## config.mk

```make
export PLATFORM = sky130hd
export DESIGN_NAME = branchUnit
export DESIGN_NICKNAME = d
export VERILOG_FILES = /design/src/hw/mipsPkg.sv /design/src/hw/branchUnit.sv
export SDC_FILE = /design/constraint.sdc
export NUM_CORES = 1
export LEC_CHECK = 0
export BUFFER_PORTS_ARGS = -buffer_cell sky130_fd_sc_hd__buf_4
export CORE_AREA = 2 2 93 95
export DETAILED_ROUTE_END_ITERATION = 8
export DIE_AREA = 0 0 95 97
export GPL_TIMING_DRIVEN = 0
export PLACE_DENSITY = 0.9
export SLEW_MARGIN = 20
export SYNTH_ARGS = -nofsm -noshare
export SYNTH_HDL_FRONTEND = slang
export SYNTH_SLANG_ARGS = --single-unit
```

## constraint.sdc

```tcl
create_clock -name vclk -period 7.1
set_input_delay 0.71 -clock vclk [all_inputs]
set_output_delay 0.71 -clock vclk [all_outputs]
set_load 0.03 [all_outputs]
```

## src/hw/mipsPkg.sv

```systemverilog
package mipsPkg;

	localparam int DataWidth = 32;

	typedef logic [DataWidth-1:0] word_t;
	typedef logic [4:0] regIdx_t;

	localparam regIdx_t LinkReg = 5'd31;

	////////////////////////////////////////////////////////////////////////////
	// Instruction formats
	////////////////////////////////////////////////////////////////////////////

	typedef struct packed {
		logic [5:0] op;
		regIdx_t    rs;
		regIdx_t    rt;
		regIdx_t    rd;
		logic [4:0] shamt;
		logic [5:0] funct;
	} rFmt_t;

	typedef struct packed {
		logic [5:0]  op;
		regIdx_t     rs;
		regIdx_t     rt;
		logic [15:0] imm;
	} iFmt_t;

	typedef struct packed {
		logic [5:0]  op;
		logic [25:0] index;
	} jFmt_t;

	typedef union packed {
		rFmt_t r;
		iFmt_t i;
		jFmt_t j;
	} instr_t;

	// Primary opcodes
	localparam logic [5:0] OpSpecial = 6'b000000;
	localparam logic [5:0] OpRegImm  = 6'b000001;
	localparam logic [5:0] OpJ       = 6'b000010;
	localparam logic [5:0] OpJal     = 6'b000011;
	localparam logic [5:0] OpBeq     = 6'b000100;
	localparam logic [5:0] OpBne     = 6'b000101;
	localparam logic [5:0] OpBlez    = 6'b000110;
	localparam logic [5:0] OpBgtz    = 6'b000111;
	localparam logic [5:0] OpAddi    = 6'b001000;
	localparam logic [5:0] OpAddiu   = 6'b001001;
	localparam logic [5:0] OpSlti    = 6'b001010;
	localparam logic [5:0] OpSltiu   = 6'b001011;
	localparam logic [5:0] OpAndi    = 6'b001100;
	localparam logic [5:0] OpOri     = 6'b001101;
	localparam logic [5:0] OpXori    = 6'b001110;
	localparam logic [5:0] OpLui     = 6'b001111;

	// SPECIAL function field
	localparam logic [5:0] FnSll   = 6'b000000;
	localparam logic [5:0] FnSrl   = 6'b000010;
	localparam logic [5:0] FnSra   = 6'b000011;
	localparam logic [5:0] FnSllv  = 6'b000100;
	localparam logic [5:0] FnSrlv  = 6'b000110;
	localparam logic [5:0] FnSrav  = 6'b000111;
	localparam logic [5:0] FnJr    = 6'b001000;
	localparam logic [5:0] FnJalr  = 6'b001001;
	localparam logic [5:0] FnMfhi  = 6'b010000;
	localparam logic [5:0] FnMthi  = 6'b010001;
	localparam logic [5:0] FnMflo  = 6'b010010;
	localparam logic [5:0] FnMtlo  = 6'b010011;
	localparam logic [5:0] FnMult  = 6'b011000;
	localparam logic [5:0] FnMultu = 6'b011001;
	localparam logic [5:0] FnAdd   = 6'b100000;
	localparam logic [5:0] FnAddu  = 6'b100001;
	localparam logic [5:0] FnSub   = 6'b100010;
	localparam logic [5:0] FnSubu  = 6'b100011;
	localparam logic [5:0] FnAnd   = 6'b100100;
	localparam logic [5:0] FnOr    = 6'b100101;
	localparam logic [5:0] FnXor   = 6'b100110;
	localparam logic [5:0] FnNor   = 6'b100111;
	localparam logic [5:0] FnSlt   = 6'b101010;
	localparam logic [5:0] FnSltu  = 6'b101011;

	// REGIMM selects on rt
	localparam logic [4:0] RtBltz = 5'b00000;
	localparam logic [4:0] RtBgez = 5'b00001;

	////////////////////////////////////////////////////////////////////////////
	// Decoded controls
	////////////////////////////////////////////////////////////////////////////

	typedef enum logic [3:0] {
		AluAdd, AluSub, AluAnd, AluOr, AluXor, AluNor,
		AluSlt, AluSltu, AluSll, AluSrl, AluSra, AluLui
	} aluOp_t;

	typedef enum logic {ASelRs, ASelShamt} aSel_t;
	typedef enum logic {BSelRt, BSelImm} bSel_t;
	typedef enum logic [1:0] {ExtSign, ExtZero, ExtUpper} extOp_t;
	typedef enum logic [2:0] {CmpEq, CmpNe, CmpGtz, CmpLez, CmpGez, CmpLtz} cmpOp_t;
	typedef enum logic [1:0] {NpcSeq, NpcBranch, NpcJump, NpcJumpReg} nextPcOp_t;
	typedef enum logic [2:0] {MulNone, MulMult, MulMultu, MulMthi, MulMtlo} mulOp_t;
	typedef enum logic [1:0] {WbAlu, WbHi, WbLo, WbLink} wbSel_t;
	typedef enum logic [1:0] {DstRd, DstRt, DstLink} dstSel_t;

	typedef struct packed {
		aluOp_t    aluOp;
		aSel_t     aSel;
		bSel_t     bSel;
		extOp_t    extOp;
		cmpOp_t    cmpOp;
		nextPcOp_t nextPcOp;
		mulOp_t    mulOp;
		wbSel_t    wbSel;
		dstSel_t   dstSel;
		logic      wbEn;
	} ctrl_t;

	// No-op: no write-back, sequential PC, HI/LO untouched
	localparam ctrl_t CtrlNop = '{
		aluOp: AluAdd, aSel: ASelRs, bSel: BSelRt, extOp: ExtSign,
		cmpOp: CmpEq, nextPcOp: NpcSeq, mulOp: MulNone,
		wbSel: WbAlu, dstSel: DstRd, wbEn: 1'b0
	};

	typedef struct packed {
		logic        valid;
		ctrl_t       ctrl;
		word_t       rsVal;
		word_t       rtVal;
		logic [15:0] imm;
		logic [4:0]  shamt;
		regIdx_t     rd;
		regIdx_t     rt;
		logic [25:0] jumpIndex;
		word_t       pc;
	} decoded_t;

	typedef struct packed {
		logic    valid;
		logic    wbEn;
		wbSel_t  wbSel;
		regIdx_t dst;
		word_t   aluRes;
		word_t   hi;
		word_t   lo;
		word_t   linkPc;
		logic    redirect;
		word_t   target;
	} execResult_t;

endpackage

```

## src/hw/branchUnit.sv

```systemverilog
module branchUnit (
	input  mipsPkg::decoded_t dec,
	output logic              redirect,
	output mipsPkg::word_t    target,
	output mipsPkg::word_t    linkPc
);
	import mipsPkg::*;

	word_t pcPlus4;
	word_t brOffset;
	logic  taken;

	assign pcPlus4 = dec.pc + 32'd4;
	assign linkPc = dec.pc + 32'd8;
	assign brOffset = {{14{dec.imm[15]}}, dec.imm, 2'b00};

	// Zero compares look at rs only, as signed
	always_comb begin
		case (dec.ctrl.cmpOp)
			CmpEq:   taken = (dec.rsVal == dec.rtVal);
			CmpNe:   taken = (dec.rsVal != dec.rtVal);
			CmpGtz:  taken = ($signed(dec.rsVal) > 0);
			CmpLez:  taken = ($signed(dec.rsVal) <= 0);
			CmpGez:  taken = ($signed(dec.rsVal) >= 0);
			CmpLtz:  taken = ($signed(dec.rsVal) < 0);
			default: taken = 1'b0;
		endcase
	end

	////////////////////////////////////////////////////////////////////////////
	// Next PC
	////////////////////////////////////////////////////////////////////////////

	always_comb begin
		case (dec.ctrl.nextPcOp)
			NpcBranch: begin
				redirect = taken;
				target = pcPlus4 + brOffset;
			end
			NpcJump: begin
				redirect = 1'b1;
				target = {pcPlus4[31:28], dec.jumpIndex, 2'b00};
			end
			NpcJumpReg: begin
				redirect = 1'b1;
				target = dec.rsVal;
			end
			default: begin
				redirect = 1'b0;
				target = pcPlus4;
			end
		endcase
	end

endmodule

```

==> metrics.md <==
| Metric | Value |
|---|---|
| Post-Syn Nets | roughly 700 |
| DR vias/cell | 5.96 |
| Placed cells | 790 |
| Top cell type's share of synthesized area | 20.0% |
| Worst path required time | 6.39 ns |
| Rel. slew slack | 31.5% |
| Die area | 9220 um^2 |
| Post-synthesis compound-gate area fraction | ~16% |
| Cell Count, Final, Fillers Out | 790 |
| Tcrit/Tclk final | 77.2% |
| Die Height | ~97 um |
| Initial core utilization | 45.1% |
| # port buffers | 200 |
| CP Cell Sequence | buf_4 -> ha_1 -> nand2_1 -> nor2_2 -> and3_1 -> buf_2 -> and2_1 -> buf_2 -> xor2_1 -> ha_1 -> nand2_1 -> o21ai_0 -> nor2_1 -> nand3_1 -> a311o_1 -> a311oi_1 -> xnor2_1 -> mux4_2 -> buf_4 |
| Number of nets still failing antenna checks after routing | 0 |
| PwrDens | ~93 nW/um^2 |
| CP Max Fanout | 7 |
| GR Layer Usage met2 | 51.4% |
| Dpl ws | about 1.7 ns |
| RSZ-0062 raised after global routing | no |
| Cell variety after synth | 50 |
| Number of sequential cells | 0 |
| Avg WL per Cell | ~19 um |
| Critical path launch point type | input port |
| I/O pin count | 240 |
| VDD IR-drop max | about 0.000063 V |
| Clock Buffer Count | 0 |
| Post-CTS setup buffer count | 0 |
| Setup TNS | 0 ns |
| Post-route cell area | approximately 5300 um^2 |
| Fillers | 710 |
| Hold_ws | 1.74 ns |
| Xor and xnor area share after synthesis | 27.4% |
| Largest net degree at the start of global routing | 21 |
| Adder-cell area share of the yosys netlist | approximately an eighth |
| Area of the core | 8130 um^2 |
| Slowest stage delay, CP | 0.47 ns |
| Final slew viol count | 0 |
| Top cell type by total area after synthesis | xnor2_1 |
| Worst EP arrival | between 4 and 5 ns |
| Total grt overflow | 0 |
| GR peak layer | met2 |
| Vias in the first global route | 4690 |
| Synth Area in Simple Gates | between 20% and 30% |
| Main combinational cell family by area after synthesis | XOR/XNOR gates |
| Status | completed |
| P&R area growth vs syn | 44.5% |
| Row count | 33 |
| PostCTS Resize Cnt | 0 |
| Hold crit path type | input port to output pin |
| Die Width | between 90 and 100 um |
| Synthesized netlist cell count | 485 |
| Layout cells sized above 1 | 34.9% |
| Routed WL | 15.3 mm |
| Worst Slack Setup Final | 1.62 ns |
| Register area share after synthesis | 0% |
| Post-Syn Area | 3670 um^2 |
| Ys Warns | 0 |
| Dpl cell area | 5300 um^2 |
| Nets | 900 |
| Remaining DRCs | 0 |
| Total Power | 0.494 mW |
| Critical Setup Path Class | input port to output pin |
| Register area | 0 um^2 |
| Final setup vio count | 0 |
| Antenna violations before repair | 0 |
| CP max stage cell | mux4_2 |
| Max Cap Viol | 0 |
| P_leak | ~2.4 nW |
| Crit. End Element | output pin |
| Post-synthesis mux area share | 15.1% |
| Grt met3 use | 4.52% |
| Global-route wire length before repair | roughly 23 mm |
| Met1 Usage GRT | 41.8% |
| Highest-count cells in the layout ignoring fill and taps | buf_4, xnor2_1, nand2_1 |
| Area contributors post-synth | xnor2_1, mux4_2, ha_1, xor2_1, nand2_1 |
| Mapped Avg Cell Area | 7.57 um^2 |
| Fmax achieved | ~180 MHz |
| Worst slew pin tran | 1.03 ns |
| Number of diodes | 0 |
| Hold Buf Count CTS | 0 |
| Fin. Hold Viols | 0 |
| RD Place Congestion | between 1 and 1.5 |
| Routed vias | 4711 |
| Commonest non-fill, non-tap cell in the layout | buf_4 |
| Detailed Route Iter0 Violations | 339 |
| Hpwl dp | 13.1 mm |
| DRT Pass-1 Iters | 7 |
| Post-route minimum period | 5.48 ns |
| Gr usage total | between 30% and 40% |
| Final core occ | approximately 65% |
[final cells by class]
class | count | area, um^2 | area share [%]
tap | 105 | 131 | 2.48
inverter | 14 | 52.6 | 0.991
timing repair buffer | 200 | 1500 | 28.3
buffer | 21 | 95.1 | 1.79
multi-input combinational | 450 | 3520 | 66.4
[kinds of logic (layout without fill, tap and decap cells)]
group,count (synthesis),in the layout
and+or+nand+nor,185,185
adders and majority gates,38,38
xor gates and xnor gates,115,115
AOI/OAI and AO/OA,84,84
muxes,28,28
buffers and inverters,35,235
[synth_stat cells, drive strengths merged (3+ instances only)]
cell type	n
and4	3
buf	8
xor2	31
a21oi	26
nand4	18
nand3	25
nor2	42
o21a	4
nor3	7
nand2	53
ha	37
a21o	10
and2	6
mux4	22
a221o	4
xnor2	84
nor2b	4
clkbuf	13
mux2i	6
inv	14
and3	9
nand2b	3
nor4	12
o21ai	18
[where the power goes]
| part | internal, mW | switching, mW | leakage [nW] |
|---|---|---|---|
| combinational | 0.221 | 0.273 | 2.40 |
| sequential | 0 | 0 | 0 |
| clock | 0 | 0 | 0 |
| total | 0.221 | 0.273 | 2.40 |
[worst max-delay path, delay by kind of cell]
family	cells	cell delay, ns
and+or+nand+nor	7	1.04
AOI/OAI and AO/OA	3	0.84
buffers and inverters	4	0.68
adders and majority gates	2	0.66
muxes	1	0.47
xor gates and xnor gates	2	0.35
[final timing paths]
check / from / cells after the start / slack [ns] / endpoint
setup / recovery: dec[3] / 19 / 1.62 / target[25]
hold / removal: dec[31] / 3 / 1.74 / linkPc[31]
[layer usage]
layer  part of all wire, %  routed length (um)
met3                    11                1700
met2                    45                6870
met4                   4.6                 705
met5                     0                   0
met1                    39                5980
Note: power is estimated with default switching activity, not from simulation.
