File: src/hw/mipsPkg.sv
package mipsPkg;

	localparam int DataWidth = 32;

	typedef logic [DataWidth-1:0] word_t;
	typedef logic [4:0] regIdx_t;

	localparam regIdx_t LinkReg = 5'd31;

	////////////////////////////////////////////////////////////////////////////
	// Instruction formats
	////////////////////////////////////////////////////////////////////////////

	typedef struct packed {
		logic [5:0] op;
		regIdx_t    rs;
		regIdx_t    rt;
		regIdx_t    rd;
		logic [4:0] shamt;
		logic [5:0] funct;
	} rFmt_t;

	typedef struct packed {
		logic [5:0]  op;
		regIdx_t     rs;
		regIdx_t     rt;
		logic [15:0] imm;
	} iFmt_t;

	typedef struct packed {
		logic [5:0]  op;
		logic [25:0] index;
	} jFmt_t;

	typedef union packed {
		rFmt_t r;
		iFmt_t i;
		jFmt_t j;
	} instr_t;

	// Primary opcodes
	localparam logic [5:0] OpSpecial = 6'b000000;
	localparam logic [5:0] OpRegImm  = 6'b000001;
	localparam logic [5:0] OpJ       = 6'b000010;
	localparam logic [5:0] OpJal     = 6'b000011;
	localparam logic [5:0] OpBeq     = 6'b000100;
	localparam logic [5:0] OpBne     = 6'b000101;
	localparam logic [5:0] OpBlez    = 6'b000110;
	localparam logic [5:0] OpBgtz    = 6'b000111;
	localparam logic [5:0] OpAddi    = 6'b001000;
	localparam logic [5:0] OpAddiu   = 6'b001001;
	localparam logic [5:0] OpSlti    = 6'b001010;
	localparam logic [5:0] OpSltiu   = 6'b001011;
	localparam logic [5:0] OpAndi    = 6'b001100;
	localparam logic [5:0] OpOri     = 6'b001101;
	localparam logic [5:0] OpXori    = 6'b001110;
	localparam logic [5:0] OpLui     = 6'b001111;

	// SPECIAL function field
	localparam logic [5:0] FnSll   = 6'b000000;
	localparam logic [5:0] FnSrl   = 6'b000010;
	localparam logic [5:0] FnSra   = 6'b000011;
	localparam logic [5:0] FnSllv  = 6'b000100;
	localparam logic [5:0] FnSrlv  = 6'b000110;
	localparam logic [5:0] FnSrav  = 6'b000111;
	localparam logic [5:0] FnJr    = 6'b001000;
	localparam logic [5:0] FnJalr  = 6'b001001;
	localparam logic [5:0] FnMfhi  = 6'b010000;
	localparam logic [5:0] FnMthi  = 6'b010001;
	localparam logic [5:0] FnMflo  = 6'b010010;
	localparam logic [5:0] FnMtlo  = 6'b010011;
	localparam logic [5:0] FnMult  = 6'b011000;
	localparam logic [5:0] FnMultu = 6'b011001;
	localparam logic [5:0] FnAdd   = 6'b100000;
	localparam logic [5:0] FnAddu  = 6'b100001;
	localparam logic [5:0] FnSub   = 6'b100010;
	localparam logic [5:0] FnSubu  = 6'b100011;
	localparam logic [5:0] FnAnd   = 6'b100100;
	localparam logic [5:0] FnOr    = 6'b100101;
	localparam logic [5:0] FnXor   = 6'b100110;
	localparam logic [5:0] FnNor   = 6'b100111;
	localparam logic [5:0] FnSlt   = 6'b101010;
	localparam logic [5:0] FnSltu  = 6'b101011;

	// REGIMM selects on rt
	localparam logic [4:0] RtBltz = 5'b00000;
	localparam logic [4:0] RtBgez = 5'b00001;

	////////////////////////////////////////////////////////////////////////////
	// Decoded controls
	////////////////////////////////////////////////////////////////////////////

	typedef enum logic [3:0] {
		AluAdd, AluSub, AluAnd, AluOr, AluXor, AluNor,
		AluSlt, AluSltu, AluSll, AluSrl, AluSra, AluLui
	} aluOp_t;

	typedef enum logic {ASelRs, ASelShamt} aSel_t;
	typedef enum logic {BSelRt, BSelImm} bSel_t;
	typedef enum logic [1:0] {ExtSign, ExtZero, ExtUpper} extOp_t;
	typedef enum logic [2:0] {CmpEq, CmpNe, CmpGtz, CmpLez, CmpGez, CmpLtz} cmpOp_t;
	typedef enum logic [1:0] {NpcSeq, NpcBranch, NpcJump, NpcJumpReg} nextPcOp_t;
	typedef enum logic [2:0] {MulNone, MulMult, MulMultu, MulMthi, MulMtlo} mulOp_t;
	typedef enum logic [1:0] {WbAlu, WbHi, WbLo, WbLink} wbSel_t;
	typedef enum logic [1:0] {DstRd, DstRt, DstLink} dstSel_t;

	typedef struct packed {
		aluOp_t    aluOp;
		aSel_t     aSel;
		bSel_t     bSel;
		extOp_t    extOp;
		cmpOp_t    cmpOp;
		nextPcOp_t nextPcOp;
		mulOp_t    mulOp;
		wbSel_t    wbSel;
		dstSel_t   dstSel;
		logic      wbEn;
	} ctrl_t;

	// No-op: no write-back, sequential PC, HI/LO untouched
	localparam ctrl_t CtrlNop = '{
		aluOp: AluAdd, aSel: ASelRs, bSel: BSelRt, extOp: ExtSign,
		cmpOp: CmpEq, nextPcOp: NpcSeq, mulOp: MulNone,
		wbSel: WbAlu, dstSel: DstRd, wbEn: 1'b0
	};

	typedef struct packed {
		logic        valid;
		ctrl_t       ctrl;
		word_t       rsVal;
		word_t       rtVal;
		logic [15:0] imm;
		logic [4:0]  shamt;
		regIdx_t     rd;
		regIdx_t     rt;
		logic [25:0] jumpIndex;
		word_t       pc;
	} decoded_t;

	typedef struct packed {
		logic    valid;
		logic    wbEn;
		wbSel_t  wbSel;
		regIdx_t dst;
		word_t   aluRes;
		word_t   hi;
		word_t   lo;
		word_t   linkPc;
		logic    redirect;
		word_t   target;
	} execResult_t;

endpackage

File: src/hw/resultStage.sv
module resultStage (
	input  logic              clk,
	input  logic              arstN,
	input  mipsPkg::decoded_t dec,
	input  mipsPkg::word_t    aluRes,
	input  mipsPkg::word_t    hi,
	input  mipsPkg::word_t    lo,
	input  mipsPkg::word_t    linkPc,
	input  mipsPkg::word_t    brTarget,
	input  logic              brRedirect,
	output logic              resValid,
	output logic              wbEn,
	output mipsPkg::regIdx_t  wbReg,
	output mipsPkg::word_t    wbData,
	output logic              redirect,
	output mipsPkg::word_t    target
);
	import mipsPkg::*;

	execResult_t resNext;
	execResult_t res;

	always_comb begin
		resNext.valid = dec.valid;
		case (dec.ctrl.dstSel)
			DstRt:   resNext.dst = dec.rt;
			DstLink: resNext.dst = LinkReg;
			default: resNext.dst = dec.rd;
		endcase
		// Register 0 is never written
		resNext.wbEn = dec.valid & dec.ctrl.wbEn & (resNext.dst != '0);
		resNext.wbSel = dec.ctrl.wbSel;
		resNext.aluRes = aluRes;
		resNext.hi = hi;
		resNext.lo = lo;
		resNext.linkPc = linkPc;
		resNext.redirect = dec.valid & brRedirect;
		resNext.target = brTarget;
	end

	always_ff @(posedge clk or negedge arstN) begin
		if (!arstN) begin
			res <= '0;
		end else begin
			res <= resNext;
		end
	end

	always_comb begin
		case (res.wbSel)
			WbHi:    wbData = res.hi;
			WbLo:    wbData = res.lo;
			WbLink:  wbData = res.linkPc;
			default: wbData = res.aluRes;
		endcase
	end

	assign resValid = res.valid;
	assign wbEn = res.wbEn;
	assign wbReg = res.dst;
	assign redirect = res.redirect;
	assign target = res.target;

endmodule

File: config.mk
export PLATFORM = sky130hd
export DESIGN_NAME = resultStage
export DESIGN_NICKNAME = d
export VERILOG_FILES = /design/src/hw/mipsPkg.sv /design/src/hw/resultStage.sv
export SDC_FILE = /design/constraint.sdc
export NUM_CORES = 1
export LEC_CHECK = 0
export ABC_AREA = 1
export ABC_CLOCK_PERIOD_IN_PS = 1530
export BUFFER_PORTS_ARGS = -buffer_cell sky130_fd_sc_hd__buf_2
export CORE_AREA = 5 5 155 157
export CTS_CLUSTER_DIAMETER = 120
export CTS_CLUSTER_SIZE = 24
export DETAILED_ROUTE_END_ITERATION = 7
export DIE_AREA = 0 0 160 162
export GPL_ROUTABILITY_DRIVEN = 0
export REMOVE_ABC_BUFFERS = 1
export SETUP_SLACK_MARGIN = 0.15
export SYNTH_ARGS = -nofsm -noshare
export SYNTH_HDL_FRONTEND = slang
export SYNTH_SLANG_ARGS = --single-unit
File: constraint.sdc
create_clock -name clk -period 1.53 [get_ports clk]
set_clock_uncertainty 0.2 [all_clocks]
set_input_delay 0.306 -clock clk [delete_from_list [all_inputs] [get_ports clk]]
set_output_delay 0.306 -clock clk [all_outputs]
set_load 0.005 [all_outputs]
==> run_results.csv <==
group,metric,value,unit
status,status,"finished, violations left",
status,failed_checks,"negative setup slack",
sta,relSlewSlack,70.60,%
pwr,power.leakage,4.572,nW
final_layout,fin_nets,1176,
floorplan,core,22370,sq um
sta,drv_slew,0,
global_route,top_usage_layer,"met2",
final_layout,antenna_cells,0,
worst_setup_path,worstPathMaxFanout,27,
pwr,p_total,10.44,mW
logic_synthesis,ys_ff_latch,170,
floorplan,rows,55,
global_route,met3_usage,7.891,%
routing,post_drt_wl_per_cell,16.39,microns
final_layout,final_common_cell,"buf_2",
global_route,grt_pass1_wl,29490,microns
cts,clk_pin_slew,0.07,ns
floorplan,die_x,160,microns
sta,finalCriticalPeriod,2.121,ns
floorplan,die_area,25920,sq um
global_route,grt_pass1_vias,5390,
worst_setup_path,worstSetupPathType,"register to output pin",
flow_run,cap_violations,0,
global_route,grt_usage,14.84,%
place,portBuffers,250,
place,dp_hpwl,11770,microns
cts,cts_setup_buffers,0,
sta,setup_violations,32,
global_route,antenna_found_initial,0,
sta,hold_violations,0,
logic_synthesis,netlist.area_leader.share,77.26,%
logic_synthesis,synth_area_leaders,"dfrtp_1 (77%), nand2_1 (10%), buf_4 (6.1%), nand4_1 (3.6%), inv_1 (0.82%)",
routing,ant_nets,0,
global_route,grt_overflow,0,
logic_synthesis,yosysUniqueCellTypes,14,
cts,cts_tree,"yes",
place,place_area,7053,sq um
routing,totalWireLength,18590,microns
logic_synthesis,synth_warnings,0,
sta,clock.fmax,0.4715,GHz
routing,vias,4562,
routing,via_per_inst,4.023,
cts,cts.path.max_buffers,2,
pwr,peakVddDrop,0.0006534,V
global_route,grt_use_met1,16.43,%
worst_setup_path,start_kind,"register",
cts,numCtsBuffers,17,
routing,drtIter0Drc,228,
worst_setup_path,end_kind,"output pin",
floorplan,start_util,24.62,%
worst_setup_path,crit_arrival,1.61,ns
floorplan,dieHeight,162,microns
final_layout,post-route-util,42.07,%
place,dp.cells,934,
sta,layout_worst_path_cycle_share,138.6,%
routing,drc,0,
logic_synthesis,syn_avg_cell_area,12.96,sq um
logic_synthesis,postSynthCellCount,425,
logic_synthesis,ys_seq_area_share,77.26,%
pwr,power_density,1109,nW/um^2
global_route,met2_usage,24.68,%
final_layout,layout-drive-gt1-share,37.57,%
worst_hold_path,hold_class,"primary input to register",
cts,cts_root_buffer,"clkbuf_16",
worst_setup_path,cp.required,1.02,ns
final_layout,layout.cells.non_filler,1134,
final_layout,stdcell_area,9409,sq um
final_layout,area_growth,70.87,%
sta,tightestPinTransition,0.4410,ns
sta,finalWorstSetupSlack,-0.5908,ns
routing,dr.pass1.iters,5,
global_route,grt_max_degree,41,
sta,rsz0062_at_grt,"yes",
logic_synthesis,yosysTopAreaCell,"dfrtp_1",
logic_synthesis,synth_area,5507,sq um
cts,numClockSinks,170,
final_layout,layout_common_cells,"buf_2 (241), dlygate4sd3_1 (168), dfrtp_1 (168)",
cts,htree_num_levels,4,
floorplan,ioPinCount,410,
## Yosys cell counts
master   count
nand4_1     32
nand3_1      1
buf_4       45
nor2_2       2
nor2_4       2
nor2_1       2
inv_1       12
inv_2        3
dfrtp_1    170
o21ai_1      1
o21ai_0      1
nand2_1    148
buf_2        4
ha_1         2
## logic make-up (layout without fill, tap and decap cells)
kind of cell | after synthesis | after routing | share of synthesized area, %
flops | 170 | 170 | 77.26
compound gates | 2 | 2 | 0.1816
buf+inv | 64 | 488 | 7.521
simple gates | 187 | 187 | 14.59
fa+ha+maj | 2 | 2 | 0.4544
## power by group
group | internal (mW) | leakage [nW] | switching (mW)
Combinational | 0.718 | 2.30 | 0.540
Clock | 2.35 | 0.291 | 2.02
Sequential | 4.73 | 1.98 | 0.0785
## metrics by stage
| stage | setup WS (ns) | hold slack (ns) | TNS [ns] |
|---|---|---|---|
| after floorplan | -0.2734 | -0.1896 | -8.748 |
| after global placement | -0.2269 | 0.06282 | -5.738 |
| after detailed placement | -0.2130 | 0.07043 | -5.918 |
| after CTS | -0.6505 | 0.02894 | -18.29 |
| after global routing | -0.6868 | 0.06034 | -20.80 |
| final | -0.5908 | 0.05731 | -16.84 |
## sequential cells by signal (all words and copies together) (netlist names)
register and flops:
resValid 1, wbReg 5, wbEn 1, target 32, redirect 1, res 130
## final timing paths
kind                          start          to  cells past startpoint
worst max-delay path       res[167]  wbData[19]                      6
worst min-delay path        dec[65]    wbReg[2]                      4
max in group asynchronous     arstN     res[78]                      3
min in group asynchronous     arstN    res[147]                      2
## area by class of cell
cell class | instances | area [sq um]
clock buffer | 17 | 425.4
sequential | 170 | 4257
multi-input combinational | 191 | 860.8
inverter | 15 | 56.30
tap | 285 | 356.6
clock inverter | 15 | 182.7
fill | 2025 | 12960
timing repair buffer | 441 | 3271
## critical path, stage by stage (launching register included)
cell	delay, ns
dfrtp_2	0.45
inv_2	0.06
nor2_4	0.12
buf_12	0.21
nand2_1	0.08
nand4_1	0.12
buf_2	0.14
## repair_timing
| item | CTS | global route |
|---|---|---|
| resized for setup | 15 | 6 |
| endpoints found under the hold margin | 336 | 0 |
| hold buffers | 168 | 0 |
| setup endpoints to repair | 72 | 73 |
| gates cloned | 0 | 0 |
## per-layer routing
metal  routed length [microns]  part of all wire (%)
met1                      7258                    39
met2                      8784                    47
met3                      2184                    12
met4                       358                   1.9
met5                         0                     0
Power figures use the tool's default switching activity.
