**config.mk**
```make
export PLATFORM = sky130hd
export DESIGN_NAME = aluExec
export DESIGN_NICKNAME = d
export VERILOG_FILES = /design/src/hw/mipsPkg.sv /design/src/hw/aluExec.sv
export SDC_FILE = /design/constraint.sdc
export NUM_CORES = 1
export LEC_CHECK = 0
export BUFFER_PORTS_ARGS = -buffer_cell sky130_fd_sc_hd__buf_4
export CORE_UTILIZATION = 55
export DETAILED_ROUTE_END_ITERATION = 8
export PLACE_DENSITY = 0.78
export SLEW_MARGIN = 10
export SYNTH_ARGS = -nofsm -noshare
export SYNTH_HDL_FRONTEND = slang
export SYNTH_SLANG_ARGS = --single-unit
```
**constraint.sdc**
```tcl
create_clock -name vclk -period 13.8
set_input_delay 1.38 -clock vclk [all_inputs]
set_output_delay 1.38 -clock vclk [all_outputs]
set_load 0.02 [all_outputs]
```
**src/hw/mipsPkg.sv**
```systemverilog
package mipsPkg;

	localparam int DataWidth = 32;

	typedef logic [DataWidth-1:0] word_t;
	typedef logic [4:0] regIdx_t;

	localparam regIdx_t LinkReg = 5'd31;

	////////////////////////////////////////////////////////////////////////////
	// Instruction formats
	////////////////////////////////////////////////////////////////////////////

	typedef struct packed {
		logic [5:0] op;
		regIdx_t    rs;
		regIdx_t    rt;
		regIdx_t    rd;
		logic [4:0] shamt;
		logic [5:0] funct;
	} rFmt_t;

	typedef struct packed {
		logic [5:0]  op;
		regIdx_t     rs;
		regIdx_t     rt;
		logic [15:0] imm;
	} iFmt_t;

	typedef struct packed {
		logic [5:0]  op;
		logic [25:0] index;
	} jFmt_t;

	typedef union packed {
		rFmt_t r;
		iFmt_t i;
		jFmt_t j;
	} instr_t;

	// Primary opcodes
	localparam logic [5:0] OpSpecial = 6'b000000;
	localparam logic [5:0] OpRegImm  = 6'b000001;
	localparam logic [5:0] OpJ       = 6'b000010;
	localparam logic [5:0] OpJal     = 6'b000011;
	localparam logic [5:0] OpBeq     = 6'b000100;
	localparam logic [5:0] OpBne     = 6'b000101;
	localparam logic [5:0] OpBlez    = 6'b000110;
	localparam logic [5:0] OpBgtz    = 6'b000111;
	localparam logic [5:0] OpAddi    = 6'b001000;
	localparam logic [5:0] OpAddiu   = 6'b001001;
	localparam logic [5:0] OpSlti    = 6'b001010;
	localparam logic [5:0] OpSltiu   = 6'b001011;
	localparam logic [5:0] OpAndi    = 6'b001100;
	localparam logic [5:0] OpOri     = 6'b001101;
	localparam logic [5:0] OpXori    = 6'b001110;
	localparam logic [5:0] OpLui     = 6'b001111;

	// SPECIAL function field
	localparam logic [5:0] FnSll   = 6'b000000;
	localparam logic [5:0] FnSrl   = 6'b000010;
	localparam logic [5:0] FnSra   = 6'b000011;
	localparam logic [5:0] FnSllv  = 6'b000100;
	localparam logic [5:0] FnSrlv  = 6'b000110;
	localparam logic [5:0] FnSrav  = 6'b000111;
	localparam logic [5:0] FnJr    = 6'b001000;
	localparam logic [5:0] FnJalr  = 6'b001001;
	localparam logic [5:0] FnMfhi  = 6'b010000;
	localparam logic [5:0] FnMthi  = 6'b010001;
	localparam logic [5:0] FnMflo  = 6'b010010;
	localparam logic [5:0] FnMtlo  = 6'b010011;
	localparam logic [5:0] FnMult  = 6'b011000;
	localparam logic [5:0] FnMultu = 6'b011001;
	localparam logic [5:0] FnAdd   = 6'b100000;
	localparam logic [5:0] FnAddu  = 6'b100001;
	localparam logic [5:0] FnSub   = 6'b100010;
	localparam logic [5:0] FnSubu  = 6'b100011;
	localparam logic [5:0] FnAnd   = 6'b100100;
	localparam logic [5:0] FnOr    = 6'b100101;
	localparam logic [5:0] FnXor   = 6'b100110;
	localparam logic [5:0] FnNor   = 6'b100111;
	localparam logic [5:0] FnSlt   = 6'b101010;
	localparam logic [5:0] FnSltu  = 6'b101011;

	// REGIMM selects on rt
	localparam logic [4:0] RtBltz = 5'b00000;
	localparam logic [4:0] RtBgez = 5'b00001;

	////////////////////////////////////////////////////////////////////////////
	// Decoded controls
	////////////////////////////////////////////////////////////////////////////

	typedef enum logic [3:0] {
		AluAdd, AluSub, AluAnd, AluOr, AluXor, AluNor,
		AluSlt, AluSltu, AluSll, AluSrl, AluSra, AluLui
	} aluOp_t;

	typedef enum logic {ASelRs, ASelShamt} aSel_t;
	typedef enum logic {BSelRt, BSelImm} bSel_t;
	typedef enum logic [1:0] {ExtSign, ExtZero, ExtUpper} extOp_t;
	typedef enum logic [2:0] {CmpEq, CmpNe, CmpGtz, CmpLez, CmpGez, CmpLtz} cmpOp_t;
	typedef enum logic [1:0] {NpcSeq, NpcBranch, NpcJump, NpcJumpReg} nextPcOp_t;
	typedef enum logic [2:0] {MulNone, MulMult, MulMultu, MulMthi, MulMtlo} mulOp_t;
	typedef enum logic [1:0] {WbAlu, WbHi, WbLo, WbLink} wbSel_t;
	typedef enum logic [1:0] {DstRd, DstRt, DstLink} dstSel_t;

	typedef struct packed {
		aluOp_t    aluOp;
		aSel_t     aSel;
		bSel_t     bSel;
		extOp_t    extOp;
		cmpOp_t    cmpOp;
		nextPcOp_t nextPcOp;
		mulOp_t    mulOp;
		wbSel_t    wbSel;
		dstSel_t   dstSel;
		logic      wbEn;
	} ctrl_t;

	// No-op: no write-back, sequential PC, HI/LO untouched
	localparam ctrl_t CtrlNop = '{
		aluOp: AluAdd, aSel: ASelRs, bSel: BSelRt, extOp: ExtSign,
		cmpOp: CmpEq, nextPcOp: NpcSeq, mulOp: MulNone,
		wbSel: WbAlu, dstSel: DstRd, wbEn: 1'b0
	};

	typedef struct packed {
		logic        valid;
		ctrl_t       ctrl;
		word_t       rsVal;
		word_t       rtVal;
		logic [15:0] imm;
		logic [4:0]  shamt;
		regIdx_t     rd;
		regIdx_t     rt;
		logic [25:0] jumpIndex;
		word_t       pc;
	} decoded_t;

	typedef struct packed {
		logic    valid;
		logic    wbEn;
		wbSel_t  wbSel;
		regIdx_t dst;
		word_t   aluRes;
		word_t   hi;
		word_t   lo;
		word_t   linkPc;
		logic    redirect;
		word_t   target;
	} execResult_t;

endpackage

```
**src/hw/aluExec.sv**
```systemverilog
module aluExec (
	input  mipsPkg::decoded_t dec,
	output mipsPkg::word_t    aluRes
);
	import mipsPkg::*;

	word_t immExt;
	word_t opA;
	word_t opB;

	always_comb begin
		case (dec.ctrl.extOp)
			ExtZero:  immExt = {16'b0, dec.imm};
			ExtUpper: immExt = {dec.imm, 16'b0};
			default:  immExt = {{16{dec.imm[15]}}, dec.imm};
		endcase
	end

	// Fixed shifts put shamt on A
	assign opA = (dec.ctrl.aSel == ASelShamt) ? {{(DataWidth - 5){1'b0}}, dec.shamt}
	                                          : dec.rsVal;
	assign opB = (dec.ctrl.bSel == BSelImm) ? immExt : dec.rtVal;

	////////////////////////////////////////////////////////////////////////////
	// ALU
	////////////////////////////////////////////////////////////////////////////

	always_comb begin
		case (dec.ctrl.aluOp)
			AluAdd:  aluRes = opA + opB;
			AluSub:  aluRes = opA - opB;
			AluAnd:  aluRes = opA & opB;
			AluOr:   aluRes = opA | opB;
			AluXor:  aluRes = opA ^ opB;
			AluNor:  aluRes = ~(opA | opB);
			AluSlt:  aluRes = word_t'($signed(opA) < $signed(opB));
			AluSltu: aluRes = word_t'(opA < opB);
			// Shift amount is the low 5 bits of A, value is B
			AluSll:  aluRes = opB << opA[4:0];
			AluSrl:  aluRes = opB >> opA[4:0];
			AluSra:  aluRes = word_t'($signed(opB) >>> opA[4:0]);
			// Immediate already moved to the upper half
			AluLui:  aluRes = opB;
			default: aluRes = '0;
		endcase
	end

endmodule

```
==> summary.md <==
| Metric | Value |
|---|---|
| Vias/cell | `7.26` |
| Startpoint types | `input port` |
| First-pass GRT wire length | `69.0 mm` |
| WHS | `between 3000 and 4000 ps` |
| Avg WL per Cell | `approximately 25 um` |
| Sequential area share after synthesis | `0%` |
| Synthesized cell area | `roughly 10,000 um2` |
| Die outline width | `about 140 um` |
| Fin util | `about three fifths` |
| Placeable Area | `17,900 um2` |
| CTS Hold Bufs | `0` |
| DRT iter0 DRCs | `about 2,000` |
| Postcts setup bufs | `0` |
| Most frequent cells in the layout | `buf_4, nand2_1, a21oi_1` |
| CP max stage delay | `between 500 and 600 ps` |
| Period utilization | `a little under three fifths` |
| Pre-CTS setup slack | `6150 ps` |
| Worst setup path startpoint | `dec[166]` |
| Global-route usage over all layers | `~48%` |
| I/O pin count | `slightly above 200` |
| Syn avg cell area | `about 6.3 um2` |
| Setup TNS | `0 ps` |
| Fin. max-slew vios | `0` |
| Syn Inst Count | `1,583` |
| Synth Warn # | `0` |
| CP required | `12,420 ps` |
| Syn Nets | `1,865` |
| Final WL | `approximately 46 mm` |
| Final count of negative-setup-slack endpoints | `0` |
| # rows | `around 50` |
| Gpl congestion | `1.07` |
| Final Hold Fails | `0` |
| Final min period | `~8000 ps` |
| Slew Limit Headroom | `26.3%` |
| Yosys cell types | `88` |
| Power Density | `~57 nW/um2` |
| Via count | `13,454` |
| Dpl hpwl | `34.5 mm` |
| # DRC | `2` |
| CP Capture Type | `output pin` |
| Num sequential | `0` |
| Overflow left after global routing | `0` |
| Largest net degree at the start of global routing | `about 70` |
| Detail Route Antenna Nets | `0` |
| Max Cap Viol | `0` |
| CP max-delay cell | `ha_1` |
| Initial antenna violation count | `0` |
| Slew @ Worst Pin | `1100 ps` |
| Crit-path max FO | `26` |
| Worst Hold Depth | `5` |
| Fmax | `126 MHz` |
| DIE AREA | `18,800 um2` |
| Status | `finished, violations left` |
| Layout clock buffers | `0` |
| CP dominant cell by count | `buf_4` |
| Leakage | `~4.8 nW` |
| Area delta synth->final | `10.2%` |
| Start point of the worst hold path | `dec[173]` |
| Commonest non-fill, non-tap cell in the layout | `buf_4` |
| First-pass iteration count of the detailed router | `9` |
| Min-Delay Endpoint | `aluRes[0]` |
| Register area | `0 um2` |
| Port Buffers | `about 130` |
| Initial core utilization | `between 50 and 60%` |
| Crit path DAT | `approximately 6500 ps` |
| Kind of critical path | `in2out` |
| Crit-path cells | `buf_4 -> inv_1 -> ha_1 -> nor2_4 -> o22ai_1 -> buf_4 -> ha_1 -> fa_1 -> o21bai_1 -> a21oi_1 -> o211ai_1 -> nand2_1 -> o41a_1 -> a211oi_1 -> o21ai_0 -> o21ai_0 -> a2111o_1 -> nand3_1 -> buf_4` |
| Layout cells sized above 1 | `14.9%` |
| RSZ-0062 raised after global routing | `no` |
| Final WS setup | `5890 ps` |
| Nets | `approximately 1,900` |
| Worst hold path class | `in2out` |
| # diodes | `0` |
| Vias in the first global route | `around 12,000` |
| Failing checks | `design-rule violations` |
| Max rail drop VDD | `0.0529 mV` |
| CTS resizes | `0` |
| Die Height | `137 um` |
==> synthesized netlist by cell type (8+ instances only) <==
master / count / share of area (%)
o22ai_1: 37 / 2.3
inv_1: 107 / 4.0
o21a_1: 8 / 0.60
o2111ai_1: 9 / 0.79
nor2_1: 156 / 5.8
mux4_2: 12 / 2.7
nor2b_1: 13 / 0.81
or3_1: 8 / 0.50
a31oi_1: 19 / 1.2
nand2b_1: 40 / 2.5
a22oi_1: 21 / 1.6
mux2_2: 20 / 2.2
mux2i_1: 53 / 5.3
o31ai_1: 10 / 0.75
a21o_1: 14 / 1.0
a221o_1: 18 / 1.8
or2_2: 9 / 0.56
o211ai_1: 36 / 2.7
buf_1: 12 / 0.45
nor3_1: 32 / 1.6
buf_2: 33 / 1.6
ha_1: 105 / 13
a21oi_1: 157 / 7.8
o21bai_1: 13 / 0.97
o221ai_1: 16 / 1.4
a211oi_1: 37 / 2.8
clkbuf_1: 74 / 2.8
nand3b_1: 18 / 1.3
nand2_1: 166 / 6.2
nand3_1: 29 / 1.4
nand4_1: 9 / 0.56
a221oi_1: 26 / 2.3
o21ai_0: 122 / 6.1
==> worst max-delay path: cells and delay by family <==
kind,cells,cell delay [ps]
compound gates,9,2610
fa+ha+maj,3,1300
buf+inv,4,540
simple gates,3,690
==> cells by family (layout without fill, tap and decap cells) <==
kind of cell / count (synthesis) / in the layout / synth area share, %
xor+xnor: 3 / 3 / 0.262
simple gates: 514 / 514 / 23.7
mux: 87 / 87 / 10.5
compound gates: 629 / 629 / 42.0
fa+ha+maj: 107 / 107 / 13.5
buf+inv: 243 / 283 / 10.0
==> how the worst max path moves through the flow <==
stage | endpoint | slack [ps] | cells past startpoint
2_1_floorplan | aluRes[29] | 6880 | 17
3_3_place_gp | aluRes[0] | 6220 | 19
3_5_place_dp | aluRes[0] | 6150 | 19
4_1_cts | aluRes[0] | 6130 | 19
5_1_grt | aluRes[0] | 5690 | 19
6_report | aluRes[0] | 5890 | 19
==> metal layers <==
metal,vias to the layer above,wire (um),global-route usage (%)
met5,-,0,0
met4,0,3410,29.7
met3,238,6060,12.6
met2,1070,19300,72.0
met1,6163,17200,60.6
li1,5983,-,-
==> stage by stage <==
| stage | instance area (um2) | power, mW | cells |
|---|---|---|---|
| finish | 11100 | 0.632 | 1852 |
| global route | 11100 | 0.670 | 1852 |
| CTS | 11100 | 0.605 | 1852 |
| detailed placement | 11100 | 0.602 | 1852 |
| global placement | 11100 | 0.595 | 1852 |
| floorplan | 10000 | 0.410 | 1583 |
==> report_power, final <==
part,switching [mW],internal [mW]
registers,0,0
logic,0.408,0.224
clock network,0,0
==> final cells by class <==
| cell class | instances | area (um2) |
|---|---|---|
| Multi-Input combinational cell | 1340 | 9070 |
| Fill cell | 1774 | 6840 |
| Inverter | 113 | 424 |
| Timing Repair Buffer | 170 | 1280 |
| Tap cell | 229 | 287 |
Power figures use the tool's default switching activity.
