`src/hw/mipsPkg.sv`:
```
package mipsPkg;

	localparam int DataWidth = 32;

	typedef logic [DataWidth-1:0] word_t;
	typedef logic [4:0] regIdx_t;

	localparam regIdx_t LinkReg = 5'd31;

	////////////////////////////////////////////////////////////////////////////
	// Instruction formats
	////////////////////////////////////////////////////////////////////////////

	typedef struct packed {
		logic [5:0] op;
		regIdx_t    rs;
		regIdx_t    rt;
		regIdx_t    rd;
		logic [4:0] shamt;
		logic [5:0] funct;
	} rFmt_t;

	typedef struct packed {
		logic [5:0]  op;
		regIdx_t     rs;
		regIdx_t     rt;
		logic [15:0] imm;
	} iFmt_t;

	typedef struct packed {
		logic [5:0]  op;
		logic [25:0] index;
	} jFmt_t;

	typedef union packed {
		rFmt_t r;
		iFmt_t i;
		jFmt_t j;
	} instr_t;

	// Primary opcodes
	localparam logic [5:0] OpSpecial = 6'b000000;
	localparam logic [5:0] OpRegImm  = 6'b000001;
	localparam logic [5:0] OpJ       = 6'b000010;
	localparam logic [5:0] OpJal     = 6'b000011;
	localparam logic [5:0] OpBeq     = 6'b000100;
	localparam logic [5:0] OpBne     = 6'b000101;
	localparam logic [5:0] OpBlez    = 6'b000110;
	localparam logic [5:0] OpBgtz    = 6'b000111;
	localparam logic [5:0] OpAddi    = 6'b001000;
	localparam logic [5:0] OpAddiu   = 6'b001001;
	localparam logic [5:0] OpSlti    = 6'b001010;
	localparam logic [5:0] OpSltiu   = 6'b001011;
	localparam logic [5:0] OpAndi    = 6'b001100;
	localparam logic [5:0] OpOri     = 6'b001101;
	localparam logic [5:0] OpXori    = 6'b001110;
	localparam logic [5:0] OpLui     = 6'b001111;

	// SPECIAL function field
	localparam logic [5:0] FnSll   = 6'b000000;
	localparam logic [5:0] FnSrl   = 6'b000010;
	localparam logic [5:0] FnSra   = 6'b000011;
	localparam logic [5:0] FnSllv  = 6'b000100;
	localparam logic [5:0] FnSrlv  = 6'b000110;
	localparam logic [5:0] FnSrav  = 6'b000111;
	localparam logic [5:0] FnJr    = 6'b001000;
	localparam logic [5:0] FnJalr  = 6'b001001;
	localparam logic [5:0] FnMfhi  = 6'b010000;
	localparam logic [5:0] FnMthi  = 6'b010001;
	localparam logic [5:0] FnMflo  = 6'b010010;
	localparam logic [5:0] FnMtlo  = 6'b010011;
	localparam logic [5:0] FnMult  = 6'b011000;
	localparam logic [5:0] FnMultu = 6'b011001;
	localparam logic [5:0] FnAdd   = 6'b100000;
	localparam logic [5:0] FnAddu  = 6'b100001;
	localparam logic [5:0] FnSub   = 6'b100010;
	localparam logic [5:0] FnSubu  = 6'b100011;
	localparam logic [5:0] FnAnd   = 6'b100100;
	localparam logic [5:0] FnOr    = 6'b100101;
	localparam logic [5:0] FnXor   = 6'b100110;
	localparam logic [5:0] FnNor   = 6'b100111;
	localparam logic [5:0] FnSlt   = 6'b101010;
	localparam logic [5:0] FnSltu  = 6'b101011;

	// REGIMM selects on rt
	localparam logic [4:0] RtBltz = 5'b00000;
	localparam logic [4:0] RtBgez = 5'b00001;

	////////////////////////////////////////////////////////////////////////////
	// Decoded controls
	////////////////////////////////////////////////////////////////////////////

	typedef enum logic [3:0] {
		AluAdd, AluSub, AluAnd, AluOr, AluXor, AluNor,
		AluSlt, AluSltu, AluSll, AluSrl, AluSra, AluLui
	} aluOp_t;

	typedef enum logic {ASelRs, ASelShamt} aSel_t;
	typedef enum logic {BSelRt, BSelImm} bSel_t;
	typedef enum logic [1:0] {ExtSign, ExtZero, ExtUpper} extOp_t;
	typedef enum logic [2:0] {CmpEq, CmpNe, CmpGtz, CmpLez, CmpGez, CmpLtz} cmpOp_t;
	typedef enum logic [1:0] {NpcSeq, NpcBranch, NpcJump, NpcJumpReg} nextPcOp_t;
	typedef enum logic [2:0] {MulNone, MulMult, MulMultu, MulMthi, MulMtlo} mulOp_t;
	typedef enum logic [1:0] {WbAlu, WbHi, WbLo, WbLink} wbSel_t;
	typedef enum logic [1:0] {DstRd, DstRt, DstLink} dstSel_t;

	typedef struct packed {
		aluOp_t    aluOp;
		aSel_t     aSel;
		bSel_t     bSel;
		extOp_t    extOp;
		cmpOp_t    cmpOp;
		nextPcOp_t nextPcOp;
		mulOp_t    mulOp;
		wbSel_t    wbSel;
		dstSel_t   dstSel;
		logic      wbEn;
	} ctrl_t;

	// No-op: no write-back, sequential PC, HI/LO untouched
	localparam ctrl_t CtrlNop = '{
		aluOp: AluAdd, aSel: ASelRs, bSel: BSelRt, extOp: ExtSign,
		cmpOp: CmpEq, nextPcOp: NpcSeq, mulOp: MulNone,
		wbSel: WbAlu, dstSel: DstRd, wbEn: 1'b0
	};

	typedef struct packed {
		logic        valid;
		ctrl_t       ctrl;
		word_t       rsVal;
		word_t       rtVal;
		logic [15:0] imm;
		logic [4:0]  shamt;
		regIdx_t     rd;
		regIdx_t     rt;
		logic [25:0] jumpIndex;
		word_t       pc;
	} decoded_t;

	typedef struct packed {
		logic    valid;
		logic    wbEn;
		wbSel_t  wbSel;
		regIdx_t dst;
		word_t   aluRes;
		word_t   hi;
		word_t   lo;
		word_t   linkPc;
		logic    redirect;
		word_t   target;
	} execResult_t;

endpackage

```
`src/hw/instrDecode.sv`:
```
module instrDecode (
	input  logic              clk,
	input  logic              arstN,
	input  logic              instrValid,
	input  mipsPkg::word_t    instr,
	input  mipsPkg::word_t    pc,
	input  mipsPkg::word_t    rsVal,
	input  mipsPkg::word_t    rtVal,
	output mipsPkg::decoded_t dec
);
	import mipsPkg::*;

	instr_t   ir;
	ctrl_t    ctrl;
	decoded_t decNext;

	// Register write from the ALU
	function automatic ctrl_t aluCtrl(aluOp_t op, aSel_t aSel, bSel_t bSel, extOp_t ext,
			dstSel_t dst);
		ctrl_t c;
		c = CtrlNop;
		c.aluOp = op;
		c.aSel = aSel;
		c.bSel = bSel;
		c.extOp = ext;
		c.dstSel = dst;
		c.wbEn = 1'b1;
		return c;
	endfunction

	function automatic ctrl_t brCtrl(cmpOp_t cmp);
		ctrl_t c;
		c = CtrlNop;
		c.cmpOp = cmp;
		c.nextPcOp = NpcBranch;
		return c;
	endfunction

	assign ir = instr;

	////////////////////////////////////////////////////////////////////////////
	// Opcode and function decode
	////////////////////////////////////////////////////////////////////////////

	always_comb begin
		ctrl = CtrlNop;
		case (ir.r.op)
			OpSpecial: begin
				case (ir.r.funct)
					FnAdd, FnAddu: ctrl = aluCtrl(AluAdd, ASelRs, BSelRt, ExtSign, DstRd);
					FnSub, FnSubu: ctrl = aluCtrl(AluSub, ASelRs, BSelRt, ExtSign, DstRd);
					FnAnd:  ctrl = aluCtrl(AluAnd, ASelRs, BSelRt, ExtSign, DstRd);
					FnOr:   ctrl = aluCtrl(AluOr, ASelRs, BSelRt, ExtSign, DstRd);
					FnXor:  ctrl = aluCtrl(AluXor, ASelRs, BSelRt, ExtSign, DstRd);
					FnNor:  ctrl = aluCtrl(AluNor, ASelRs, BSelRt, ExtSign, DstRd);
					FnSlt:  ctrl = aluCtrl(AluSlt, ASelRs, BSelRt, ExtSign, DstRd);
					FnSltu: ctrl = aluCtrl(AluSltu, ASelRs, BSelRt, ExtSign, DstRd);
					// Fixed shifts take shamt, variable ones take rs
					FnSll:  ctrl = aluCtrl(AluSll, ASelShamt, BSelRt, ExtSign, DstRd);
					FnSrl:  ctrl = aluCtrl(AluSrl, ASelShamt, BSelRt, ExtSign, DstRd);
					FnSra:  ctrl = aluCtrl(AluSra, ASelShamt, BSelRt, ExtSign, DstRd);
					FnSllv: ctrl = aluCtrl(AluSll, ASelRs, BSelRt, ExtSign, DstRd);
					FnSrlv: ctrl = aluCtrl(AluSrl, ASelRs, BSelRt, ExtSign, DstRd);
					FnSrav: ctrl = aluCtrl(AluSra, ASelRs, BSelRt, ExtSign, DstRd);
					FnJr:   ctrl.nextPcOp = NpcJumpReg;
					FnJalr: begin
						ctrl.nextPcOp = NpcJumpReg;
						ctrl.wbSel = WbLink;
						ctrl.wbEn = 1'b1;
					end
					FnMfhi: begin
						ctrl.wbSel = WbHi;
						ctrl.wbEn = 1'b1;
					end
					FnMflo: begin
						ctrl.wbSel = WbLo;
						ctrl.wbEn = 1'b1;
					end
					FnMult:  ctrl.mulOp = MulMult;
					FnMultu: ctrl.mulOp = MulMultu;
					FnMthi:  ctrl.mulOp = MulMthi;
					FnMtlo:  ctrl.mulOp = MulMtlo;
					default: ctrl = CtrlNop;
				endcase
			end
			OpRegImm: begin
				case (ir.i.rt)
					RtBgez:  ctrl = brCtrl(CmpGez);
					RtBltz:  ctrl = brCtrl(CmpLtz);
					default: ctrl = CtrlNop;
				endcase
			end
			OpBeq:  ctrl = brCtrl(CmpEq);
			OpBne:  ctrl = brCtrl(CmpNe);
			OpBgtz: ctrl = brCtrl(CmpGtz);
			OpBlez: ctrl = brCtrl(CmpLez);
			OpJ:    ctrl.nextPcOp = NpcJump;
			OpJal: begin
				ctrl.nextPcOp = NpcJump;
				ctrl.wbSel = WbLink;
				ctrl.dstSel = DstLink;
				ctrl.wbEn = 1'b1;
			end
			// No overflow trap, addi acts as addiu
			OpAddi, OpAddiu: ctrl = aluCtrl(AluAdd, ASelRs, BSelImm, ExtSign, DstRt);
			OpSlti:  ctrl = aluCtrl(AluSlt, ASelRs, BSelImm, ExtSign, DstRt);
			OpSltiu: ctrl = aluCtrl(AluSltu, ASelRs, BSelImm, ExtSign, DstRt);
			OpAndi:  ctrl = aluCtrl(AluAnd, ASelRs, BSelImm, ExtZero, DstRt);
			OpOri:   ctrl = aluCtrl(AluOr, ASelRs, BSelImm, ExtZero, DstRt);
			OpXori:  ctrl = aluCtrl(AluXor, ASelRs, BSelImm, ExtZero, DstRt);
			OpLui:   ctrl = aluCtrl(AluLui, ASelRs, BSelImm, ExtUpper, DstRt);
			default: ctrl = CtrlNop;
		endcase
	end

	always_comb begin
		decNext.valid = instrValid;
		decNext.ctrl = ctrl;
		decNext.rsVal = rsVal;
		decNext.rtVal = rtVal;
		decNext.imm = ir.i.imm;
		decNext.shamt = ir.r.shamt;
		decNext.rd = ir.r.rd;
		decNext.rt = ir.r.rt;
		decNext.jumpIndex = ir.j.index;
		decNext.pc = pc;
	end

	always_ff @(posedge clk or negedge arstN) begin
		if (!arstN) begin
			dec <= '0;
		end else begin
			dec <= decNext;
		end
	end

endmodule

```
`config.mk`:
```
export PLATFORM = sky130hd
export DESIGN_NAME = instrDecode
export DESIGN_NICKNAME = d
export VERILOG_FILES = /design/src/hw/mipsPkg.sv /design/src/hw/instrDecode.sv
export SDC_FILE = /design/constraint.sdc
export NUM_CORES = 1
export LEC_CHECK = 0
export BUFFER_PORTS_ARGS = -buffer_cell sky130_fd_sc_hd__buf_2
export CORE_AREA = 3 3 118 120
export DETAILED_ROUTE_END_ITERATION = 12
export DIE_AREA = 0 0 121 123
export GPL_TIMING_DRIVEN = 0
export PLACE_DENSITY_LB_ADDON = 0.08
export SLEW_MARGIN = 20
export SYNTH_ARGS = -nofsm -noshare
export SYNTH_HDL_FRONTEND = slang
export SYNTH_SLANG_ARGS = --single-unit
```
`constraint.sdc`:
```
create_clock -name clk -period 0.8 [get_ports clk]
set_input_delay 0.24 -clock clk [delete_from_list [all_inputs] [get_ports clk]]
set_output_delay 0.24 -clock clk [all_outputs]
set_load 0.05 [all_outputs]
```
==> results.md <==
* Post-detail-place hpwl at 10400 um
* Num ports at 306
* Top_reg_cell synth: dfrtp_1
* Post-Synthesis Cells at 269
* Synth Area per Inst at 16.2 sq um
* Total grt overflow at 0
* Die area at 14900 sq um
* Min-Delay Path Class: in2async
* Synth-to-Final Area Change at 127%
* GPL Wtd Cong at 0.799
* CP Capture Type: output pin
* Post-synth EDFFs at 0
* CTS Sinks at 144
* Max frequency at 723 MHz
* Die X at 121 um
* Largest net degree at the start of global routing at 79
* Synth area leaders: dfrtp_1, buf_4, nor2_1
* 1st-iter DRT viols at 163
* Mapped Area at 4350 sq um
* Crit path launch type: flip-flop
* Number of global-route vias before repair at 4343
* CTS Buf Count at 17
* DR DRC count at 0
* # rows at 42
* Failing checks: hold timing, setup timing
* Vias at 3914
* Seq/Total Area, Yosys at 0.829
* Synthesized Nets at 400
* Clock Pin Slew Worst Setup and Hold Paths at 0.06 ns
* Layout cells sized above 1 at 0.750
* Top flop regs: dec x144
* Worst VDD drop at 1.37 mV
* Final period utilization at 1.73
* Drt total wl at 17600 um
* Worst setup margin at -0.583 ns
* Die Ht at 123 um
* Crit Path Class: reg2out
* CTS tree: done
* WP data arrival at 1.14 ns
* Pre-antenna DRT Iters at 4
* Leading area contributor after synthesis: dfrtp_1
* Max_slew headroom at 0.653
* Pleak at 0.00450 uW
* Yosys top cell area share at 0.829
* Post-DRT Antenna Nets at 0
* Final min period at 1.38 ns
* Slew @ Worst Pin at 0.521 ns
* Fin util at 0.755
* Data required, critical path at 0.56 ns
* CTS max path bufs at 2
* Outcome: finished with violations
* Core area at 13100 sq um
* Root Driver: clkbuf_16
* Synthesized flop and latch total at 144
* Total track usage at 0.231
* Vias per cell at 4.30
* Ys async rst share at 1.00
* Starting Density at 0.332
* RSZ-0062 raised after global routing: true
* Final nets at 850
* Initial antenna violation count at 2
* Setup Viol. Count Final at 191
* Netlist cell types at 30
* Total Power at 19700 uW
* IO Port Bufs at 303
* Synth warn at 0
* Worst Path Max Fanout at 3
* Most flop-heavy register: dec
* Pwr per Cell Area at 1990 nW/um^2
* Fin. Hold Viols at 66
* Max cap viols at 0
* Max-slew violations at 0
* Avg WL per Cell at 19.3 um
* Global-route wire length before repair at 25100 um
* Number of flip-flops in the largest register at 144
* Worst hold slack at -0.235 ns
* # H-tree levels at 4
-- layout by cell type, fill, tap and decap left out, drive strengths merged --
cell type    instances
buf                342
dfrtp              144
dlygate4sd3        124
clkbuf              31
nor2                13
inv                  8
o21ai                7
nand2                6
a31oi                6
nor3                 5
a21oi                5
o22ai                4
or3                  3
or4                  3
nor4                 3
and2                 3
clkinv               3
nand2b               3
diode                2
nand3b               2
xor2                 2
clkinvlp             2
nor2b                2
and3                 2
xnor2                1
mux2                 1
a32oi                1
a41oi                1
nand4                1
or3b                 1
a2111oi              1
nand4b               1
bufinv               1
-- cell type report --
cell class | instances | area (sq um)
Antenna cell | 2 | 5.00
Clock inverter | 8 | 77.6
Buffer | 39 | 559
Tap cell | 176 | 220
Timing Repair Buffer | 434 | 4100
Inverter | 6 | 22.5
Multi-Input combinational cell | 77 | 622
Clock buffer | 24 | 492
Fill cell | 704 | 3200
Sequential cell | 144 | 3780
-- Yosys cell counts (2+ instances only) --
cell type / number
dfrtp_1: 144
buf_4: 31
nor2_1: 13
clkbuf_1: 10
o21ai_0: 7
a31oi_1: 6
inv_1: 6
nand2_1: 6
nor3_1: 5
a21oi_1: 4
o22ai_1: 4
and2_1: 3
nand2b_1: 3
nor4_1: 3
or3_1: 3
or4_1: 3
and3_1: 2
nand3b_1: 2
nor2b_1: 2
xor2_1: 2
-- critical path, cell delays in order (launching register included) --
cell	delay (ns)
dfrtp_2	0.45
buf_8	0.14
buf_8	0.14
-- timing repair --
action	CTS	global route
hold buffers	123	1
buffers inserted	4	2
endpoints found under the hold margin	189	68
gates cloned	0	0
resized for setup	389	44
endpoints found under the setup margin	190	191
pin swaps	9	5
-- cells by family after synthesis --
family | synth area share
DFF | 0.829
and+or+nand+nor | 0.0593
buffers and inverters | 0.0685
AOI/OAI and AO/OA | 0.0351
xor gates and xnor gates | 0.00604
muxes | 0.00259
-- metrics by stage --
stage	instance area [sq um]	worst slack (ns)	setup TNS (ns)	instances
after floorplan	4860	-0.770	-12.09	269
after global placement	6600	-2.68	-404.63	748
after detailed placement	6640	-1.01	-36.31	749
after CTS	9690	-0.589	-82.15	907
after global routing	9880	-0.625	-86.10	910
final	9880	-0.583	-79.16	910
-- worst max path at each step --
stage	from	end	cells after the start
after detailed placement	instr[17]	dec[163]$_DFF_PN0_	5
after floorplan	instr[17]	dec[163]$_DFF_PN0_	4
after global routing	dec[45]$_DFF_PN0_	dec[65]	2
final	dec[46]$_DFF_PN0_	dec[87]	2
after CTS	dec[45]$_DFF_PN0_	dec[65]	2
after global placement	arstN	dec[34]$_DFF_PN0_	1
-- report_power, final --
part	total, uW	switching, uW	internal, uW
Sequential	7920	237	7680
Combinational	4220	2370	1850
Clock	7560	2950	4610
-- layer usage --
metal	share of wire	routed length (um)	track usage
met1	0.32	5690	0.233
met2	0.58	10200	0.425
met5	0	0	0
met3	0.072	1270	0.0814
met4	0.025	444	0.106
Note: power is estimated with default switching activity, not from simulation.
